## src/logic/pg_pkg.sv

```systemverilog
// Shared widths, timing constants, register map and register views for the port gasket
package pg_pkg;

   // --------------------
   // VF and FLR sizing
   // --------------------
   // Single PF with eight VFs below it
   localparam int MAX_VF   = 8;
   localparam int VF_NUM_W = 3;

   // VF reset hold time, counter sized to hold the full count
   localparam int FLR_HOLD_CYCLES = 16;
   localparam int FLR_CNT_W       = 5;

   // --------------------
   // Register bus
   // --------------------
   localparam int CSR_ADDR_W = 4;
   localparam int CSR_DATA_W = 64;

   // Word addresses
   localparam logic [CSR_ADDR_W-1:0] ADDR_DFH         = 4'h0;
   localparam logic [CSR_ADDR_W-1:0] ADDR_PORT_CTRL   = 4'h1;
   localparam logic [CSR_ADDR_W-1:0] ADDR_PORT_STATUS = 4'h2;
   localparam logic [CSR_ADDR_W-1:0] ADDR_SCRATCH     = 4'h3;

   // Port reset sequencer states
   typedef enum logic [1:0] {
      ST_IDLE    = 2'd0,
      ST_DRAIN   = 2'd1,
      ST_HOLD    = 2'd2,
      ST_RELEASE = 2'd3
   } t_rst_state;

   // Which VF drives the reset of one port
   typedef struct packed {
      logic                vf_active;
      logic [VF_NUM_W-1:0] vf_num;
   } t_port_map;

   // Port control as software writes it
   typedef struct packed {
      logic [62:0] rsvd;
      logic        sw_reset_req;
   } t_port_ctrl_wr;

   // Port control as software reads it back
   typedef struct packed {
      logic [53:0] rsvd_hi;
      t_rst_state  state;
      logic [2:0]  rsvd_mid;
      logic        reset_ack;
      logic [2:0]  rsvd_lo;
      logic        sw_reset_req;
   } t_port_ctrl_rd;

   // One register word, two decodes
   typedef union packed {
      t_port_ctrl_wr wr;
      t_port_ctrl_rd rd;
   } t_port_ctrl;

endpackage

```

## src/logic/pg_ctrl_if.sv

```systemverilog
// Control link between the port register block and the port reset sequencer
interface pg_ctrl_if
   import pg_pkg::*;
();

   // Software request for a port reset
   logic       sw_reset_req;

   // Sequencer has the slot in reset
   logic       reset_ack;

   // Soft reset into the accelerator slot
   logic       afu_softreset;

   // Current sequencer state, readable by software
   t_rst_state state;

   // Register block side
   modport csr (
      output sw_reset_req,
      input  reset_ack,
      input  state
   );

   // Sequencer side
   modport seq (
      input  sw_reset_req,
      output reset_ack,
      output afu_softreset,
      output state
   );

endinterface

```

## src/logic/flr_rst_mgr.sv

```systemverilog
// FLR input stage: turns VF FLR request strobes into timed VF resets and completion strobes
module flr_rst_mgr
   import pg_pkg::*;
(
   input  logic                clk,
   input  logic                i_rst_n,

   // FLR request, one cycle per request
   input  logic                i_flr_req_valid,
   input  logic [VF_NUM_W-1:0] i_flr_req_vf,

   // Per-VF reset levels, active low
   output logic [MAX_VF-1:0]   o_vf_flr_rst_n,

   // FLR completion
   output logic                o_flr_rsp_valid,
   output logic [VF_NUM_W-1:0] o_flr_rsp_vf
);

   // One hold counter per VF, nonzero means in reset
   logic [FLR_CNT_W-1:0] hold_cnt [MAX_VF];

   logic                 req_accept;
   logic                 rsp_hit;
   logic [VF_NUM_W-1:0]  rsp_vf_d;

   // --------------------
   // Request acceptance
   // --------------------
   // Repeat request while the VF is held is dropped
   assign req_accept = i_flr_req_valid && (hold_cnt[i_flr_req_vf] == '0);

   always_ff @(posedge clk) begin
      if (!i_rst_n) begin
         for (int v = 0; v < MAX_VF; v++) begin
            hold_cnt[v] <= '0;
         end
      end else begin
         for (int v = 0; v < MAX_VF; v++) begin
            if (req_accept && (i_flr_req_vf == VF_NUM_W'(v))) begin
               hold_cnt[v] <= FLR_CNT_W'(FLR_HOLD_CYCLES);
            end else if (hold_cnt[v] != '0) begin
               hold_cnt[v] <= hold_cnt[v] - 1'b1;
            end
         end
      end
   end

   // VF reset straight from the counters
   always_comb begin
      for (int v = 0; v < MAX_VF; v++) begin
         o_vf_flr_rst_n[v] = (hold_cnt[v] == '0);
      end
   end

   // --------------------
   // Completion
   // --------------------
   // Counter about to hit zero
   // Equal hold lengths keep this to one VF per cycle
   always_comb begin
      rsp_hit  = 1'b0;
      rsp_vf_d = '0;
      for (int v = 0; v < MAX_VF; v++) begin
         if (hold_cnt[v] == FLR_CNT_W'(1)) begin
            rsp_hit  = 1'b1;
            rsp_vf_d = VF_NUM_W'(v);
         end
      end
   end

   // Strobe lines up with the reset release
   always_ff @(posedge clk) begin
      if (!i_rst_n) begin
         o_flr_rsp_valid <= 1'b0;
      end else begin
         o_flr_rsp_valid <= rsp_hit;
      end
   end

   always_ff @(posedge clk) begin
      o_flr_rsp_vf <= rsp_vf_d;
   end

   // Completion only for a VF that was just held in reset
   a_rsp_after_hold: assert property (
      @(posedge clk) disable iff (!i_rst_n)
      o_flr_rsp_valid |->
         (((MAX_VF'(1) << o_flr_rsp_vf) & ~$past(o_vf_flr_rst_n)) != '0)
   );

endmodule

```

## src/logic/pg_csr.sv

```systemverilog
// Port register block: feature header, port control, VF reset status and scratch on a strobe bus
module pg_csr
   import pg_pkg::*;
#(
   parameter logic        END_OF_LIST     = 1'b0,
   parameter logic [23:0] NEXT_DFH_OFFSET = 24'h01_0000
) (
   input  logic                  clk,
   input  logic                  i_rst_n,

   // Register bus
   input  logic                  i_csr_wr,
   input  logic                  i_csr_rd,
   input  logic [CSR_ADDR_W-1:0] i_csr_addr,
   input  logic [CSR_DATA_W-1:0] i_csr_wdata,
   output logic [CSR_DATA_W-1:0] o_csr_rdata,
   output logic                  o_csr_rdata_valid,

   // VF reset levels for status
   input  logic [MAX_VF-1:0]     i_vf_flr_rst_n,

   // To the port reset sequencer
   pg_ctrl_if.csr                ctrl
);

   logic                  sw_reset_req_q;
   logic [CSR_DATA_W-1:0] scratch_q;
   logic [CSR_DATA_W-1:0] rdata_d;

   // Write and read decodes of port control
   t_port_ctrl            wr_word;
   t_port_ctrl            rd_word;

   assign wr_word = i_csr_wdata;

   // --------------------
   // Writes
   // --------------------
   // Unmapped addresses fall through
   always_ff @(posedge clk) begin
      if (!i_rst_n) begin
         sw_reset_req_q <= 1'b0;
         scratch_q      <= '0;
      end else if (i_csr_wr) begin
         case (i_csr_addr)
            ADDR_PORT_CTRL: sw_reset_req_q <= wr_word.wr.sw_reset_req;
            ADDR_SCRATCH:   scratch_q      <= i_csr_wdata;
            default:        ;
         endcase
      end
   end

   assign ctrl.sw_reset_req = sw_reset_req_q;

   // Read view, reserved bits zero
   always_comb begin
      rd_word                 = '0;
      rd_word.rd.sw_reset_req = sw_reset_req_q;
      rd_word.rd.reset_ack    = ctrl.reset_ack;
      rd_word.rd.state        = ctrl.state;
   end

   // --------------------
   // Reads
   // --------------------
   always_comb begin
      rdata_d = '0;
      case (i_csr_addr)
         ADDR_DFH: begin
            rdata_d[23:0] = NEXT_DFH_OFFSET;
            rdata_d[40]   = END_OF_LIST;
         end
         ADDR_PORT_CTRL:   rdata_d = rd_word;
         // 1 means VF in reset
         ADDR_PORT_STATUS: rdata_d[MAX_VF-1:0] = ~i_vf_flr_rst_n;
         ADDR_SCRATCH:     rdata_d = scratch_q;
         default:          rdata_d = '0;
      endcase
   end

   // One cycle read latency
   always_ff @(posedge clk) begin
      if (!i_rst_n) begin
         o_csr_rdata_valid <= 1'b0;
      end else begin
         o_csr_rdata_valid <= i_csr_rd;
      end
   end

   always_ff @(posedge clk) begin
      o_csr_rdata <= rdata_d;
   end

   // Bus master never mixes read and write
   a_no_rd_wr: assert property (
      @(posedge clk) disable iff (!i_rst_n)
      !(i_csr_wr && i_csr_rd)
   );

endmodule

```

## src/logic/port_reset_fsm.sv

```systemverilog
// Software port reset sequencer: waits for the slot to drain, holds it in reset, then releases it
module port_reset_fsm
   import pg_pkg::*;
(
   input  logic   clk,
   input  logic   i_rst_n,

   // Slot traffic has drained
   input  logic   i_drain_done,

   // Port soft reset, active low
   output logic   o_port_softreset_n,

   // From the register block
   pg_ctrl_if.seq ctrl
);

   t_rst_state state_q;
   t_rst_state state_d;
   logic       in_hold;

   // --------------------
   // State register
   // --------------------
   always_ff @(posedge clk) begin
      if (!i_rst_n) begin
         state_q <= ST_IDLE;
      end else begin
         state_q <= state_d;
      end
   end

   // --------------------
   // Next state
   // --------------------
   always_comb begin
      state_d = state_q;
      unique case (state_q)
         // Software asks for a reset
         ST_IDLE: begin
            if (ctrl.sw_reset_req) begin
               state_d = ST_DRAIN;
            end
         end
         // Wait for outstanding traffic
         // Time varies with the slot
         ST_DRAIN: begin
            if (i_drain_done) begin
               state_d = ST_HOLD;
            end
         end
         // Held until software clears the request
         ST_HOLD: begin
            if (!ctrl.sw_reset_req) begin
               state_d = ST_RELEASE;
            end
         end
         // One cycle with outputs already released
         ST_RELEASE: begin
            state_d = ST_IDLE;
         end
         default: begin
            state_d = ST_IDLE;
         end
      endcase
   end

   // --------------------
   // Outputs
   // --------------------
   // Everything keyed off the hold state
   assign in_hold            = (state_q == ST_HOLD);
   assign ctrl.afu_softreset = in_hold;
   assign ctrl.reset_ack     = in_hold;
   assign ctrl.state         = state_q;
   assign o_port_softreset_n = ~in_hold;

   // Slot stays in reset while software still asks for it
   a_hold_while_req: assert property (
      @(posedge clk) disable iff (!i_rst_n)
      ctrl.afu_softreset && ctrl.sw_reset_req |=> ctrl.afu_softreset
   );

   // Hold only after a completed drain
   a_hold_after_drain: assert property (
      @(posedge clk) disable iff (!i_rst_n)
      (state_q == ST_HOLD) && ($past(state_q) != ST_HOLD) |->
         $past((state_q == ST_DRAIN) && i_drain_done)
   );

endmodule

```

## src/logic/port_rst_gen.sv

```systemverilog
// Per-port reset generator: merges soft, PF and mapped VF resets and reports the port in FLR
module port_rst_gen
   import pg_pkg::*;
#(
   parameter int                         NUM_PORTS = 2,
   parameter t_port_map [NUM_PORTS-1:0]  PORT_MAP  = {NUM_PORTS{t_port_map'(0)}}
) (
   input  logic                         clk,
   input  logic                         i_rst_n,

   // Reset sources
   input  logic                         i_pf_flr_rst_n,
   input  logic                         i_afu_softreset,
   input  logic [MAX_VF-1:0]            i_vf_flr_rst_n,

   // Port resets, active low
   output logic [NUM_PORTS-1:0]         o_port_rst_n,

   // FLR sideband
   output logic                         o_flr_port_valid,
   output logic [$clog2(NUM_PORTS)-1:0] o_flr_port_num
);

   logic [NUM_PORTS-1:0] func_vf_rst_n;
   logic [NUM_PORTS-1:0] vf_rst_q;

   // --------------------
   // Per-port reset
   // --------------------
   for (genvar p = 0; p < NUM_PORTS; p++) begin : g_port
      // Unmapped port ignores VF resets
      assign func_vf_rst_n[p] = PORT_MAP[p].vf_active ?
                                i_vf_flr_rst_n[PORT_MAP[p].vf_num] : 1'b1;

      // System reset is one of the sources, so it stays low one cycle past reset
      always_ff @(posedge clk) begin
         o_port_rst_n[p] <= ~i_afu_softreset & i_pf_flr_rst_n & func_vf_rst_n[p] & i_rst_n;
      end
   end

   // Marks ports whose reset comes from their VF
   always_ff @(posedge clk) begin
      if (!i_rst_n) begin
         vf_rst_q <= '0;
      end else begin
         vf_rst_q <= ~func_vf_rst_n;
      end
   end

   // Highest port in VF reset wins
   always_comb begin
      o_flr_port_valid = 1'b0;
      o_flr_port_num   = '0;
      for (int p = 0; p < NUM_PORTS; p++) begin
         if (vf_rst_q[p] && !o_port_rst_n[p]) begin
            o_flr_port_valid = 1'b1;
            o_flr_port_num   = ($clog2(NUM_PORTS))'(p);
         end
      end
   end

endmodule

```

## src/logic/port_gasket.sv

```systemverilog
// Port gasket top: wires FLR handling, registers, reset sequencer and port reset outputs together
module port_gasket
   import pg_pkg::*;
#(
   parameter int                        NUM_PORTS       = 2,
   parameter t_port_map [NUM_PORTS-1:0] PORT_MAP        = {NUM_PORTS{t_port_map'(0)}},
   parameter logic                      END_OF_LIST     = 1'b0,
   parameter logic [23:0]               NEXT_DFH_OFFSET = 24'h01_0000
) (
   input  logic                         clk,
   input  logic                         i_rst_n,

   // FLR requests and completions
   input  logic                         i_flr_req_valid,
   input  logic [VF_NUM_W-1:0]          i_flr_req_vf,
   output logic                         o_flr_rsp_valid,
   output logic [VF_NUM_W-1:0]          o_flr_rsp_vf,
   input  logic                         i_pf_flr_rst_n,

   // Register bus
   input  logic                         i_csr_wr,
   input  logic                         i_csr_rd,
   input  logic [CSR_ADDR_W-1:0]        i_csr_addr,
   input  logic [CSR_DATA_W-1:0]        i_csr_wdata,
   output logic [CSR_DATA_W-1:0]        o_csr_rdata,
   output logic                         o_csr_rdata_valid,

   // Slot reset control
   input  logic                         i_drain_done,
   output logic                         o_port_softreset_n,
   output logic                         o_afu_softreset,

   // Port resets and FLR sideband
   output logic [NUM_PORTS-1:0]         o_port_rst_n,
   output logic                         o_flr_port_valid,
   output logic [$clog2(NUM_PORTS)-1:0] o_flr_port_num
);

   logic [MAX_VF-1:0] vf_flr_rst_n;

   pg_ctrl_if ctrl_if ();

   assign o_afu_softreset = ctrl_if.afu_softreset;

   // --------------------
   // FLR input side
   // --------------------
   flr_rst_mgr u_flr_rst_mgr (
      .clk             (clk),
      .i_rst_n         (i_rst_n),
      .i_flr_req_valid (i_flr_req_valid),
      .i_flr_req_vf    (i_flr_req_vf),
      .o_vf_flr_rst_n  (vf_flr_rst_n),
      .o_flr_rsp_valid (o_flr_rsp_valid),
      .o_flr_rsp_vf    (o_flr_rsp_vf)
   );

   // --------------------
   // Registers and sequencer
   // --------------------
   pg_csr #(
      .END_OF_LIST     (END_OF_LIST),
      .NEXT_DFH_OFFSET (NEXT_DFH_OFFSET)
   ) u_pg_csr (
      .clk               (clk),
      .i_rst_n           (i_rst_n),
      .i_csr_wr          (i_csr_wr),
      .i_csr_rd          (i_csr_rd),
      .i_csr_addr        (i_csr_addr),
      .i_csr_wdata       (i_csr_wdata),
      .o_csr_rdata       (o_csr_rdata),
      .o_csr_rdata_valid (o_csr_rdata_valid),
      .i_vf_flr_rst_n    (vf_flr_rst_n),
      .ctrl              (ctrl_if.csr)
   );

   port_reset_fsm u_port_reset_fsm (
      .clk                (clk),
      .i_rst_n            (i_rst_n),
      .i_drain_done       (i_drain_done),
      .o_port_softreset_n (o_port_softreset_n),
      .ctrl               (ctrl_if.seq)
   );

   // --------------------
   // Port reset output side
   // --------------------
   port_rst_gen #(
      .NUM_PORTS (NUM_PORTS),
      .PORT_MAP  (PORT_MAP)
   ) u_port_rst_gen (
      .clk              (clk),
      .i_rst_n          (i_rst_n),
      .i_pf_flr_rst_n   (i_pf_flr_rst_n),
      .i_afu_softreset  (ctrl_if.afu_softreset),
      .i_vf_flr_rst_n   (vf_flr_rst_n),
      .o_port_rst_n     (o_port_rst_n),
      .o_flr_port_valid (o_flr_port_valid),
      .o_flr_port_num   (o_flr_port_num)
   );

endmodule

```

## config.mk

```make
export PLATFORM = sky130hd
export DESIGN_NAME = port_gasket
export DESIGN_NICKNAME = d
export VERILOG_FILES = /design/src/logic/pg_pkg.sv /design/src/logic/pg_ctrl_if.sv /design/src/logic/flr_rst_mgr.sv /design/src/logic/pg_csr.sv /design/src/logic/port_reset_fsm.sv /design/src/logic/port_rst_gen.sv /design/src/logic/port_gasket.sv
export SDC_FILE = /design/constraint.sdc
export NUM_CORES = 1
export LEC_CHECK = 0
export BUFFER_PORTS_ARGS = -buffer_cell sky130_fd_sc_hd__buf_2
export CORE_ASPECT_RATIO = 0.6
export CORE_MARGIN = 2
export CORE_UTILIZATION = 45
export CTS_BUF_LIST = sky130_fd_sc_hd__clkbuf_4 sky130_fd_sc_hd__clkbuf_8
export CTS_CLUSTER_SIZE = 28
export DETAILED_ROUTE_END_ITERATION = 10
export PLACE_DENSITY = 0.68
export SLEW_MARGIN = 25
export SYNTH_ARGS = -nofsm -noshare
export SYNTH_HDL_FRONTEND = slang
export SYNTH_SLANG_ARGS = --single-unit
```

## constraint.sdc

```tcl
create_clock -name clk -period 2.85 [get_ports clk]
set_input_delay 0.57 -clock clk [delete_from_list [all_inputs] [get_ports clk]]
set_output_delay 0.57 -clock clk [all_outputs]
set_load 0.05 [all_outputs]
```

; After elaboration in Yosys (flattened, before gate mapping)
; Memory sizes are Yosys's and may differ from the RTL's.
; Index checks and enable logic that the tools add are counted.
[op_classes]
reduce_logical = 34
eq_ne = 24
order_cmp = 0
n_mul = 0
n_addsub = 8
n_bitwise = 20
n_shift = 0
muxes = 93
div_mod_pow = 0
[ops]
columns = operator, count
row1 = $mux 5, 16
row2 = $mux 1, 67
row3 = $pmux 16 s3, 1
row4 = $logic_not 5->1, 9
row5 = $eq 5x1->1 const B, 8
row6 = $reduce_bool 5->1, 8
row7 = $sub 5x1->5 const B, 8
row8 = $pmux 8 s3, 1
row9 = $or 1x1->1, 16
row10 = $mux 2, 7
row11 = $eq 3x3->1 const B, 4
row12 = $logic_and 1x1->1, 9
row13 = $eq 4x2->1 const B, 2
row14 = $not 8->8, 1
row15 = $pmux 2 s4, 1
row16 = $eq 3x2->1 const B, 2
row17 = $ne 2x2->1 const B, 3
row18 = $eq 2x2->1 const B, 2
row19 = $eq 4x1->1 const B, 1
row20 = $logic_not 4->1, 1
row21 = $reduce_and 2->1, 2
row22 = $reduce_or 4->1, 1
row23 = $eq 3x1->1 const B, 1
row24 = $logic_not 3->1, 1
row25 = other kinds (6), 7
[word_totals]
word_cells = 191
rom_bits = 0
latchBits = 0
n_memories = 1
ff_bits = 137
ram_bits = 40
[memory_table]
columns = memory, depth, width, rd, rd_clocked_by_memory_dff, write_ports, line
row1 = u_flr_rst_mgr.hold_cnt, 8, 5, 9, 0, 8, flr_rst_mgr.sv:21  ; logic [FLR_CNT_W-1:0] hold_cnt [MAX_VF];

; Longest topological paths before layout
; Gate-level depths: netlist of run 1.
; An unclocked memory read counts as a cell.
[logic_depth]
ltp_word = 10
ltp_mapped = 8
mapped_depth_nobuf = 6

; Cells and area by module
; A second synthesis of run 1 with hierarchy kept.
[unflattened]
hier_cells = 752
area_unflattened_um2 = 7712.4
[modules_own_cells]
columns = mod, cells_each, n_inst, area_per_inst_um2
row1 = pg_csr, 452, 1, 4631.9
row2 = flr_rst_mgr, 273, 1, 2824.0
row3 = port_reset_fsm, 21, 1, 201.4
row4 = port_rst_gen, 6, 1, 55.1

; Worst setup path before layout of run 1
; OpenSTA, ideal clock, no wires.
[synth_timing]
kind = flip-flop to flip-flop
from = memory u_flr_rst_mgr.hold_cnt[6][2]
to = memory u_flr_rst_mgr.hold_cnt[4][0] (enable)
n_path_buf = 0
stages_incl_launch_ff = 6
setup_time_ps = 321
t_arrival_ps = 2158
path_slack_ps = 371
path_cell_list = edfxtp_1 > or4_4 > a222oi_1 > nand4_2 > or3_4 > nand4_1
[synth_rtl]
columns = element, line
row1 = start: declaration, flr_rst_mgr.sv:21

==> results of run 1 <==
-- timing repair --
item                                    in CTS  in global routing
setup buffers                                0                  1
hold buffers                                 0                  0
endpoints found under the setup margin       0                  5
-- registers in the layout (all words and copies together) (netlist names) --
signal / flops
u_pg_csr.o_csr_rdata: 64
u_pg_csr.scratch_q: 64
u_flr_rst_mgr.hold_cnt: 40
u_flr_rst_mgr.o_flr_rsp_vf: 3
u_port_reset_fsm.ctrl.state: 2
u_flr_rst_mgr.o_flr_rsp_valid: 1
u_pg_csr.ctrl.sw_reset_req: 1
u_pg_csr.o_csr_rdata_valid: 1
u_port_rst_gen.o_port_rst_n: 1
-- report_power, final --
part	internal, uW	switching [uW]
logic	750	1150
registers	2980	259
clock network	687	1030
-- per-stage QoR --
stage	instance area [sq um]	hold WS [ns]	std cells	worst slack, ns
floorplan	6948	0.4296	727	0.3705
global placement	7955	0.4342	1061	0.1636
detailed placement	7955	0.4379	1061	0.1023
CTS	8354	0.3050	1093	0.09389
global route	8362	0.3036	1094	0.03885
finish	8364	0.3288	1095	0.1447
-- logic make-up (layout without fill, tap and decap cells) --
| kind of cell | count (synthesis) | after routing | share of synthesized area |
|---|---|---|---|
| AO/OA/AOI/OAI | 118 | 118 | 0.1045 |
| XOR/XNOR | 14 | 14 | 0.01766 |
| adder cells (fa/ha/maj) | 26 | 26 | 0.04685 |
| buffers and inverters | 57 | 221 | 0.03279 |
| flip-flops | 177 | 177 | 0.5679 |
| multiplexers | 4 | 4 | 0.006126 |
| other | 1 | 3 | 0.0005400 |
| AND/OR/NAND/NOR | 329 | 329 | 0.2236 |
-- worst min path at each step --
stage,from,end,slack (ns)
after floorplan,u_pg_csr.scratch_q[10],u_pg_csr.o_csr_rdata[10],0.43
after global placement,u_pg_csr.scratch_q[43],u_pg_csr.o_csr_rdata[43],0.43
after detailed placement,u_pg_csr.scratch_q[12],u_pg_csr.o_csr_rdata[12],0.44
after CTS,i_csr_rd,u_pg_csr.o_csr_rdata_valid,0.30
after global routing,i_csr_rd,u_pg_csr.o_csr_rdata_valid,0.30
final,i_csr_rd,u_pg_csr.o_csr_rdata_valid,0.33
-- critical path, delay by kind of cell (launching register included) --
family,cells,cell delay (ns)
and+or+nand+nor,4,1.41
AOI/OAI and AO/OA,1,0.34
DFF,1,0.48
buffers and inverters,1,0.17
-- routing by layer --
metal | global-route usage | vias to the layer above | wire (microns)
li1 | - | 2740 | -
met3 | 0.05372 | 9 | 1275
met2 | 0.2749 | 177 | 6553
met1 | 0.2907 | 2479 | 7891
met5 | 0 | - | 0
met4 | 0.05084 | 0 | 153
-- cell type report --
type	instances	share of cell area
Tap cell	203	0.03037
Inverter	21	0.009424
Clock buffer	18	0.02887
Timing Repair Buffer	168	0.1074
Multi-Input combinational cell	493	0.3333
Sequential cell	177	0.4715
Clock inverter	14	0.01885
Antenna cell	1	0.0002992
-- layout by cell type (no fill, tap or decap), types with 3 or more instances in the layout --
cell and n:
sky130_fd_sc_hd__nand2_1 158, sky130_fd_sc_hd__buf_2 150, sky130_fd_sc_hd__dfxtp_1 137, sky130_fd_sc_hd__a21oi_1 76, sky130_fd_sc_hd__and2_1 59, sky130_fd_sc_hd__edfxtp_1 40
sky130_fd_sc_hd__nor2_1 39, sky130_fd_sc_hd__ha_1 26, sky130_fd_sc_hd__nor3_1 23, sky130_fd_sc_hd__inv_1 20, sky130_fd_sc_hd__clkbuf_8 17, sky130_fd_sc_hd__buf_4 17
sky130_fd_sc_hd__nand3_1 11, sky130_fd_sc_hd__a22o_1 10, sky130_fd_sc_hd__xor2_1 8, sky130_fd_sc_hd__inv_8 8, sky130_fd_sc_hd__nor2b_1 7, sky130_fd_sc_hd__xnor2_1 6
sky130_fd_sc_hd__nor4b_1 6, sky130_fd_sc_hd__a22oi_1 5, sky130_fd_sc_hd__or3_1 5, sky130_fd_sc_hd__nand4_1 4, sky130_fd_sc_hd__a31oi_1 4, sky130_fd_sc_hd__o31a_1 4
sky130_fd_sc_hd__or2_2 3, sky130_fd_sc_hd__o211ai_1 3, sky130_fd_sc_hd__clkinv_4 3
==> impl_summary.md, run 1 <==
STA
The clock period could shrink to 2.705 ns. The maximum clock rate is 0.3696 GHz. For the final routed database, the setup TNS stands at 0 ns. The worst setup skew after layout is 0.01469 ns. The hold violation count in the final report is 0. In this run the tightest slew margin relative to its limit is 0.5551. The final max-slew violation count is 0. The final count of negative-setup-slack endpoints is 0. Setup repair after global routing left no endpoint under its margin. Dividing the final minimum period by the clock period gives 0.9492.

For the pin with the worst max-slew slack, the measured transition is 0.6660 ns.

Clock network
The number of clock sinks seen by CTS is 177. In this run, post-CTS repair resized a total of 0 instances. In this run, CTS created clock tree buffers numbering 17. TritonCTS built the clock tree.

The CTS root buffer is sky130_fd_sc_hd__clkbuf_8. After clock tree synthesis, the clock-pin slew on the worst setup and hold paths is 0.11 ns. The deepest clock path buffer count is 2. The clock insertion delay at the later pin of the skew report is 0.43 ns. In this run the number of H-tree levels came out at 4.

Worst setup path
The endpoint kind of the worst setup timing path is a flop. For the worst setup path, the data required time is 2.97 ns. The number of cells on the worst reg-to-reg path is 6. The cell with the biggest individual delay on the critical path is sky130_fd_sc_hd__or4_1.

In this design, the stage delay of the slowest critical-path cell is 0.56 ns. The sort of element at the start of the critical path is a flop. The setup slack of the most critical reg-to-reg path is 0.14 ns. The setup path with the least slack is of type flop to flop. The capturing element of the worst setup path is u_flr_rst_mgr.hold_cnt[4][1].

For the worst setup path, the data arrival time is 2.83 ns. Along the worst path, the maximum fanout reaches 8. The endpoint of the worst register-to-register path is u_flr_rst_mgr.hold_cnt[4][1]. The critical path goes through or4_1 > a222oi_1 > buf_4 > nand4_2 > or3_4 > nand4_1. The launch point of the worst path is u_flr_rst_mgr.hold_cnt[5][2]. The worst flop-to-flop path startpoint is u_flr_rst_mgr.hold_cnt[5][2].

Final layout
For this run, the post-layout net count is 982. Summing all multi-input logic gate instances after layout gives 2788 sq um. Once layout is complete, the utilization of the core stands at 0.5504. The share of cells above drive strength 1 is 0.2402. After filler insertion, the fill cell instance count of the layout stands at 1369.

The sequential cells in the finished layout cover a total of 3944 sq um. The area added between synthesis and finish is 20.45%.

Floorplanning
The floorplan step defined a die boundary enclosing 16470 sq um. The chip height is 100.2 microns. In this run the count of I/O pins placed on the die edge is 153. The placement row count is 35. The core area is 15200 sq um. The die span in x is 164.4 microns. For this configuration, the core starts out at a cell density of 0.4570.

Yosys
A synthesized cell averages 9.565 sq um. Ranked by instance count, the synthesized netlist is headed by 159 x sky130_fd_sc_hd__nand2_1, 137 x sky130_fd_sc_hd__dfxtp_1, 76 x sky130_fd_sc_hd__a21oi_1, 60 x sky130_fd_sc_hd__and2_1. The share of synthesized area occupied by flip-flops and latches is 0.5679. Counting flops with a built-in enable in the synthesized netlist gives 40. The number of flip-flops and latches in the synthesized netlist is 177. Yosys instantiated no cell more often than sky130_fd_sc_hd__nand2_1. The share of flip-flops with an asynchronous set or reset after synthesis is 0. The number of warnings printed during yosys synthesis is 0. The cell area that synthesis handed to floorplanning was 6944 sq um. The post-synthesis cell count is 726. The number of unique standard cell types used by synthesis is 50.

The dominant synthesized flop cell is sky130_fd_sc_hd__dfxtp_1. Summed over all instances, the cell type with the most area after synthesis is sky130_fd_sc_hd__dfxtp_1. By area the synthesized netlist is led by sky130_fd_sc_hd__dfxtp_1 39%, sky130_fd_sc_hd__edfxtp_1 17%, sky130_fd_sc_hd__nand2_1 8.6%, sky130_fd_sc_hd__a21oi_1 5.5%, sky130_fd_sc_hd__and2_1 5.4%.

Of the post-synthesis cell area, the dominant cell type holds 0.3950.

Flow run
The reported max-cap violation count is 0.

Worst hold path
The worst hold path cell count is 2. The path class of the tightest hold or removal check is input pin to flop.

GRT
The wire length of the first global-routing pass is 25.09 mm. The number of global-route vias before repair is 5010. In the global route stage, overall resource usage came out at 0.1943. The number of antenna violations at the first check in global routing was 1. For this run the aggregate overflow at the end of global routing stands at 0. Entering global routing, the biggest net connects 55 pins.

Routing
Using the TritonRoute via totals, the vias-per-cell ratio works out to 4.936. The number of search-and-repair iterations in the first detailed-routing pass is 4. The DRC marker count from the first detailed-route iteration is 465.

The final layout contains routed wiring with a total length of 15.87 mm. The routed layout has 5405 vias. The routed length per instance is 14.50 microns. The detail route stage leaves a number of antenna-violating nets equal to 0. The DRC violation count after routing is 0.

Placement
The global placer's final weighted congestion is 0.8512. The HPWL after detailed placement is 11.32 mm. Port buffering added 150 buffers.

Status
The run finished with clean final reports.

Power and ir drop
The leakage dissipation is 0.003571 uW. VDD sags by at most 0.3873 mV. The total power of the final layout is 6859 uW.

In this run the power density over the cells is 820.0 nW/um^2.
Note: power is estimated with default switching activity, not from simulation.
==> run 2: changes to the inputs <==
--- a/config.mk
+++ b/config.mk
@@ -6,13 +6,15 @@
 export NUM_CORES = 1
 export LEC_CHECK = 0
 export BUFFER_PORTS_ARGS = -buffer_cell sky130_fd_sc_hd__buf_2
+export CELL_PAD_IN_SITES_DETAIL_PLACEMENT = 0
+export CELL_PAD_IN_SITES_GLOBAL_PLACEMENT = 2
 export CORE_ASPECT_RATIO = 0.6
 export CORE_MARGIN = 2
-export CORE_UTILIZATION = 45
+export CORE_UTILIZATION = 34
 export CTS_BUF_LIST = sky130_fd_sc_hd__clkbuf_4 sky130_fd_sc_hd__clkbuf_8
 export CTS_CLUSTER_SIZE = 28
 export DETAILED_ROUTE_END_ITERATION = 10
-export PLACE_DENSITY = 0.68
+export PLACE_DENSITY_LB_ADDON = 0.1
 export SLEW_MARGIN = 25
 export SYNTH_ARGS = -nofsm -noshare
 export SYNTH_HDL_FRONTEND = slang
==> impl_summary.md, run 2 (synthesized netlist as in run 1, its figures left out) <==
Routing
After detailed routing, the number of vias per cell comes to 4.631. The detailed router finished its first iteration with 257 violations. Wires add up to 17.63 mm.

The number of routed nets with antenna violations is 0. The number of search-and-repair iterations in the first detailed-routing pass is 5. Dividing the detail-routed wire length by the instance count gives 15.08 microns. The routed layout has 5414 vias. For this run, design rule violations remaining after detail routing come to 0.

Worst hold path
The terminating pin of the worst hold path is u_pg_csr.o_csr_rdata_valid. The path class of the tightest hold or removal check is input pin to flop. The beginning of the worst hold path is i_csr_rd. The worst hold path passes through 2 cells.

Worst setup path
The worst flop-to-flop path startpoint is u_flr_rst_mgr.hold_cnt[6][2]. For this design, the slowest cell found on the critical path is sky130_fd_sc_hd__or4_4. The delay of the slowest cell on the worst path is 0.58 ns. Walking the worst path, the cells encountered are or4_4 > a222oi_1 > nand4_2 > buf_4 > or2_1 > nand4_1. The worst setup path is launched from a flop.

The data arrival time of the worst path is 2.81 ns. The required time reported for the critical path endpoint is 3.00 ns. In this run the critical register-to-register path is captured at u_flr_rst_mgr.hold_cnt[7][0]. The count of cells along the worst register-to-register path is 6. The peak fanout along the critical path is 5. The setup slack of the most critical reg-to-reg path is 0.19 ns. The classification of the worst setup path is flop to flop.

STA classifies the critical path endpoint as a flop.

Final layout
Once layout is done, the placed cells without fillers occupy 8502 sq um. The final-stage net count is 986. The area added between synthesis and finish is 22.43%. The filler cell count is 2022.

The largest registers in the layout are u_pg_csr.o_csr_rdata (64), u_pg_csr.scratch_q (64), u_flr_rst_mgr.hold_cnt (40). The share of cells above drive strength 1 is 0.2402. In the layout the commonest cells are 158 x sky130_fd_sc_hd__nand2_1, 150 x sky130_fd_sc_hd__buf_2, 137 x sky130_fd_sc_hd__dfxtp_1, 76 x sky130_fd_sc_hd__a21oi_1, 59 x sky130_fd_sc_hd__and2_1. Leaving out filler cells and counting taps, the final layout contains 1169. Leaving out fill and tap cells, the most frequent cell in the layout is sky130_fd_sc_hd__nand2_1.

GRT
The maximum number of pins on one net before global-route repair is 49. The global router's overall resource usage is 0.1672. The first global-routing pass estimated 27.56 mm of wire. The number of antenna violations at the first check in global routing is 2.

The total congestion overflow after global routing is 0. The number of global-route vias before repair is 5149.

STA
The maximum clock rate is 0.3755 GHz. The worst-case headroom to the max-slew limit is 0.5952. Setup repair after global routing left no endpoint under its margin. The final max-slew violation count came to 0. In the final timing run, aggregate negative setup slack is 0 ns. Setup violations remaining at the end of the flow were counted as 0. The worst setup skew after layout is 0.01535 ns. For the pin with the worst max-slew slack, the measured transition is 0.6060 ns. The smallest clock period supported by the final layout is computed as 2.663 ns.

The hold violation count in the final report is 0. The final cycle utilization of the critical path is 0.9346.

Clock network
For this design, the sink count on the clock tree is 177. In this run the post-CTS setup repair buffer count came out at 0. The clock transition at the register clock pins on the worst setup and hold paths after CTS is 0.09 ns. Counting along the longest clock path gives a buffer depth of 2. The clock insertion delay at the later pin of the skew report is 0.46 ns. The number of levels in the clock H-tree is 4. The count of cells resized by post-cts repair is 0. In this run the clock root is driven by a sky130_fd_sc_hd__clkbuf_8. The total of hold buffers inserted after clock tree synthesis is 0.

The TritonCTS clock tree is built. The total clock buffers created by CTS is 17.

Floorplanning
In this run the horizontal extent of the chip is 188.5 microns. The initialized floorplan defines 40 standard-cell rows. The core region is 20020 sq um.

The floorplan step defined a die boundary enclosing 21620 sq um. The I/O pin count is 153. The initial standard-cell utilization of the core is 0.3469.

The chip height is 114.7 microns.

Power and ir drop
The maximum VDD drop is 0.4583 mV. In this run the static leakage power is 0.003602 uW. The power density normalized to cell area is 826.8 nW/um^2.

Flow run
The reported max-cap violation count is 0.

Placement
The global placer's final weighted congestion is 0.8398. The number of placed instances, taps included, is 1136. Once placement finished, the instance area stood at 8080 sq um. Once detailed placement completed, the half-perimeter wirelength came to 12.71 mm. Port buffering added 150 buffers.

Status
The run finished with clean final reports.
[run 2: power breakdown]
| part | total [uW] | internal, uW | leakage (uW) | switching (uW) |
|---|---|---|---|---|
| registers | 3220 | 2980 | 0.00156 | 245 |
| logic | 1960 | 762 | 0.00182 | 1200 |
| clock network | 1840 | 974 | 0.000218 | 870 |
| total | 7030 | 4710 | 0.00360 | 2320 |
[run 2: through the flow]
stage          hold WS (ns)  utilization  power (uW)  setup WS [ns]
2_1_floorplan        0.4296            -        4578         0.3705
3_3_place_gp         0.4346       0.4036        5209         0.2279
3_5_place_dp         0.4362       0.4036        5226         0.1255
4_1_cts              0.2667       0.4246        7091         0.1940
5_1_grt              0.2701       0.4247        7484        0.05130
6_report             0.3037       0.4247        7029         0.1865
[run 2: layout make-up]
type                    instances  area (sq um)  area share
well taps                     273         341.6     0.04018
inverters                      21         78.83    0.009272
repair buffers                172         928.4      0.1092
multi-input cells             493          2788      0.3279
clock inverters                12         162.7     0.01913
diodes                          1         2.502   0.0002943
clock buffers                  20         256.5     0.03017
flip-flops and latches        177          3944      0.4639
[run 2: worst max path at each step]
stage,from,to,cells past startpoint
floorplan,u_flr_rst_mgr.hold_cnt[6][2],u_flr_rst_mgr.hold_cnt[4][0],5
global placement,i_flr_req_vf[0],u_flr_rst_mgr.hold_cnt[7][0],7
detailed placement,i_flr_req_vf[0],u_flr_rst_mgr.hold_cnt[7][0],7
CTS,u_flr_rst_mgr.hold_cnt[6][2],u_flr_rst_mgr.hold_cnt[7][3],6
global route,u_flr_rst_mgr.hold_cnt[6][2],u_flr_rst_mgr.hold_cnt[7][3],6
finish,u_flr_rst_mgr.hold_cnt[6][2],u_flr_rst_mgr.hold_cnt[7][0],6
[run 2: critical path: cells and delay by family, from the launching register on]
kind	cells	cell delay, ns
and+or+nand+nor	4	1.25
buffers and inverters	1	0.20
AOI/OAI and AO/OA	1	0.44
DFF	1	0.47
[run 2: metal layers]
metal,up-vias,wire [microns],GRT usage
li1,2745,-,-
met1,2516,8905,0.2374
met2,142,7371,0.2404
met3,9,1262,0.06436
met4,2,89,0.03594
met5,-,7,0
==> run 3: changes to the inputs <==
--- a/config.mk
+++ b/config.mk
@@ -5,12 +5,13 @@
 export SDC_FILE = /design/constraint.sdc
 export NUM_CORES = 1
 export LEC_CHECK = 0
+export ABC_AREA = 1
 export BUFFER_PORTS_ARGS = -buffer_cell sky130_fd_sc_hd__buf_2
 export CELL_PAD_IN_SITES_DETAIL_PLACEMENT = 0
 export CELL_PAD_IN_SITES_GLOBAL_PLACEMENT = 2
 export CORE_ASPECT_RATIO = 0.6
 export CORE_MARGIN = 2
-export CORE_UTILIZATION = 34
+export CORE_UTILIZATION = 30
 export CTS_BUF_LIST = sky130_fd_sc_hd__clkbuf_4 sky130_fd_sc_hd__clkbuf_8
 export CTS_CLUSTER_SIZE = 28
 export DETAILED_ROUTE_END_ITERATION = 10
==> constraint.sdc (replaced) <==
create_clock -name clk -period 2.4 [get_ports clk]
set_input_delay 0.48 -clock clk [delete_from_list [all_inputs] [get_ports clk]]
set_output_delay 0.48 -clock clk [all_outputs]
set_load 0.05 [all_outputs]
==> impl_summary.md, run 3 <==
Routing
After detailed routing, the total wire length is 17.77 mm. The routed length per instance is 14.21 microns. The DRC violation count after routing is 0. The DRC marker count from the first detailed-route iteration is 345. The number of routed nets with antenna violations is 0. The first detailed-routing pass ran for 5 iterations.

The via-per-instance ratio is 4.320. The total number of vias is 5400.

STA
The worst setup skew after layout is 0.01550 ns. Setup violations remaining at the end of the flow were counted as 0. The setup TNS after final layout is 0 ns. The final max-slew violation count was 0.

Setup repair after global routing left no endpoint under its margin. The hold violation count in the final report is 0. After layout, the minimum clock period comes to 2.035 ns. For this run, the top clock speed supported by timing is 0.4913 GHz. Dividing the final minimum period by the clock period gives 0.8481.

Floorplanning
The die covers 24260 sq um. Measured along the x axis, the die boundary spans 199.7 microns. The I/O pin count is 153. The placement row count is 42. The initial standard-cell utilization of the core is 0.3095. The chip height is 121.4 microns.

The core area is 22280 sq um.

Yosys
The number of warnings printed during yosys synthesis is 0. The top cell type's share of synthesized area is 0.3977. The post-synthesis average cell area is 8.774 sq um.

The share of flip-flops with an asynchronous set or reset after synthesis is 0. The number of unique standard cell types used by synthesis is 25. The number of flip-flops and latches in the synthesized netlist is 177. For this run, the leading register cell type out of synthesis is sky130_fd_sc_hd__dfxtp_1.

sky130_fd_sc_hd__dfxtp_1 takes more of the synthesized area than any other cell. In the post-synthesis netlist, the biggest area contributors are sky130_fd_sc_hd__dfxtp_1 40%, sky130_fd_sc_hd__edfxtp_1 17%, sky130_fd_sc_hd__inv_1 6.6%, sky130_fd_sc_hd__nor2_1 6.6%, sky130_fd_sc_hd__a21oi_1 5.3%. The share of synthesized area occupied by flip-flops and latches is 0.5718. In this run, synthesis inferred 40 flip-flops with an integrated enable. The commonest cells after synthesis are 137 x sky130_fd_sc_hd__dfxtp_1, 122 x sky130_fd_sc_hd__inv_1, 122 x sky130_fd_sc_hd__nor2_1, 73 x sky130_fd_sc_hd__a21oi_1, 71 x sky130_fd_sc_hd__nand2_1. The most instantiated library cell after synthesis is sky130_fd_sc_hd__dfxtp_1.

The post-synthesis cell count is 786. The synthesized netlist occupies a cell area of 6897 sq um.

Status
The flow ran to the end, and the final reports show no timing, DRC or antenna violations.

Worst setup path
On the worst path, the slowest cell contributes a delay of 0.35 ns. In this run the worst setup path begins at u_port_reset_fsm.ctrl.state[0]. The required time reported for the critical path endpoint is 1.92 ns. The endpoint kind of the worst setup timing path is an output port. The most numerous cell type found on the critical path is sky130_fd_sc_hd__inv_1. The worst setup path is of the flop to output port kind. Traced cell by cell, the critical path runs through inv_1 > ha_1 > inv_1 > buf_2. The category of cells accounting for the largest share of critical-path delay is buffers and inverters. The critical path runs through a total of 4 cells.

For the worst flop-to-flop path, the logic depth is 9. The startpoint identified for the worst register-to-register timing path is u_flr_rst_mgr.hold_cnt[6][0]. The critical path buffer and inverter count is 3.

The peak fanout along the critical path is 5. The cell with the biggest individual delay on the critical path is sky130_fd_sc_hd__dfxtp_1. For the worst setup path, the data arrival time is 1.56 ns. The sort of element at the start of the critical path is a flop.

Clock network
Gates resized during post-CTS repair numbered 0. The total clock buffers created by CTS is 17. For this design, the CTS-stage hold fixing added 0 buffers. Once the clock tree was built, the setup fixing pass inserted 0 buffers.

The clock passes through at most 2 buffers. At the later pin of the worst-skew pair, clock insertion delay measures 0.47 ns. CTS placed an instance of sky130_fd_sc_hd__clkbuf_8 at the clock tree root.

The TritonCTS clock tree is built. In this run the number of H-tree levels came out at 4. Clock-pin slew was measured on the worst setup and hold paths at 0.10 ns.

The number of clock sinks seen by CTS is 177.

Final layout
The area added between synthesis and finish is 20.61%. Counting the fill cells in the layout gives 2355. The largest registers in the layout are u_pg_csr.o_csr_rdata (64), u_pg_csr.scratch_q (64), u_flr_rst_mgr.hold_cnt (40). Summing all flip-flop and latch instances after layout gives 3944 sq um. In the layout the commonest cells are 150 x sky130_fd_sc_hd__buf_2, 137 x sky130_fd_sc_hd__dfxtp_1, 122 x sky130_fd_sc_hd__inv_1, 122 x sky130_fd_sc_hd__nor2_1, 73 x sky130_fd_sc_hd__a21oi_1. For this run, the post-layout net count is 1032. The library cell used most frequently in the layout, excluding fill and tap cells, is sky130_fd_sc_hd__buf_2. The area of the multi-input gates is 2341 sq um.

The number of standard cells in the layout, taps in and fillers out is 1250. The share of cells above drive strength 1 is 0.2040.

GRT
The total congestion overflow after global routing is 0. The first global-routing pass estimated 27.45 mm of wire. The number of antenna violations at the first check in global routing is 2. The maximum number of pins on one net before global-route repair is 100. The global router's overall resource usage is 0.1493. The number of global-route vias before repair is 5281.

Placement
Once placement completed, the tool counted placed cells totaling 1217. Summed over all nets, the half-perimeter wirelength after detailed placement is 12.99 mm. Routability-driven placement finished with a final weighted congestion of 0.7732. The count of buffers inserted at the top-level ports is 150.

Worst hold path
The worst hold path cell count is 3. The beginning of the worst hold path is i_csr_rd. The path class of the tightest hold or removal check is input pin to flop.

Power and ir drop
In this run the power density over the cells is 996.3 nW/um^2. The maximum VDD drop is 0.6023 mV. Summed over all cells, the static leakage comes to 0.003675 uW.

Flow run
The reported max-cap violation count is 0.
## run 3: cell types whose count changed in the layout (fill, tap and decap cells not counted), moves of 6 or more
cell / before / now
sky130_fd_sc_hd__a22o_1: 10 / 0
sky130_fd_sc_hd__and2_1: 59 / 0
sky130_fd_sc_hd__buf_4: 21 / 5
sky130_fd_sc_hd__inv_1: 20 / 122
sky130_fd_sc_hd__nand2_1: 158 / 70
sky130_fd_sc_hd__nand3_1: 11 / 37
sky130_fd_sc_hd__nor2_1: 39 / 122
sky130_fd_sc_hd__nor2b_1: 7 / 0
sky130_fd_sc_hd__nor3_1: 23 / 8
sky130_fd_sc_hd__nor4b_1: 6 / 0
sky130_fd_sc_hd__o21ai_0: 2 / 68
sky130_fd_sc_hd__o22ai_1: 0 / 8
sky130_fd_sc_hd__xnor2_1: 6 / 13
## run 3: worst paths after layout
path                                       end  slack [ns]
setup / recovery            o_port_softreset_n        0.36
hold / removal      u_pg_csr.o_csr_rdata_valid        0.20
setup reg to reg  u_flr_rst_mgr.hold_cnt[0][2]        0.39
hold reg to reg       u_pg_csr.o_csr_rdata[53]        0.44
## run 3: per-layer routing
metal | routed length (microns) | GRT usage | share of wire
met3 | 958 | 0.04113 | 0.054
met1 | 9541 | 0.2254 | 0.54
met2 | 7039 | 0.2023 | 0.40
met5 | 7 | 0 | 0.00039
met4 | 217 | 0.04583 | 0.012
## run 3: kinds of logic after synthesis
family	synth area share
AOI/OAI and AO/OA	0.1159
xor gates and xnor gates	0.02667
adders and majority gates	0.04717
buffers and inverters	0.09035
DFF	0.5718
other	0.0005437
and+or+nand+nor	0.1475
## run 3: stage by stage
step             util  setup WS, ns  total power, uW  cell area [sq um]  hold slack (ns)
4_1_cts        0.3732        0.3143             8388               8315           0.1611
5_1_grt        0.3732        0.1660             8881               8315           0.2044
6_report       0.3733        0.3646             8288               8318           0.2027
3_3_place_gp   0.3573        0.4126             6420               7960           0.4208
3_5_place_dp   0.3573        0.3612             6417               7960           0.4245
2_1_floorplan       -        0.6146             5677               6900           0.4160
## run 3: final cells by class
| cell class | count | area share |
|---|---|---|
| Clock inverter | 7 | 0.005866 |
| Timing Repair Buffer | 157 | 0.09958 |
| Multi-Input combinational cell | 452 | 0.2814 |
| Sequential cell | 177 | 0.4741 |
| Tap cell | 308 | 0.04633 |
| Antenna cell | 1 | 0.0003008 |
| Inverter | 123 | 0.05551 |
| Clock buffer | 25 | 0.03685 |
## run 3: where the power goes
group | leakage [uW] | internal (uW) | switching [uW]
Clock | 0.000194 | 848 | 1080
Sequential | 0.00156 | 3570 | 285
Combinational | 0.00192 | 851 | 1660
Total | 0.00367 | 5270 | 3020
## run 3: worst min-delay path, stage by stage
cell                      delay, ns
sky130_fd_sc_hd__buf_2         0.08
sky130_fd_sc_hd__nand2_1       0.04
sky130_fd_sc_hd__inv_1         0.04
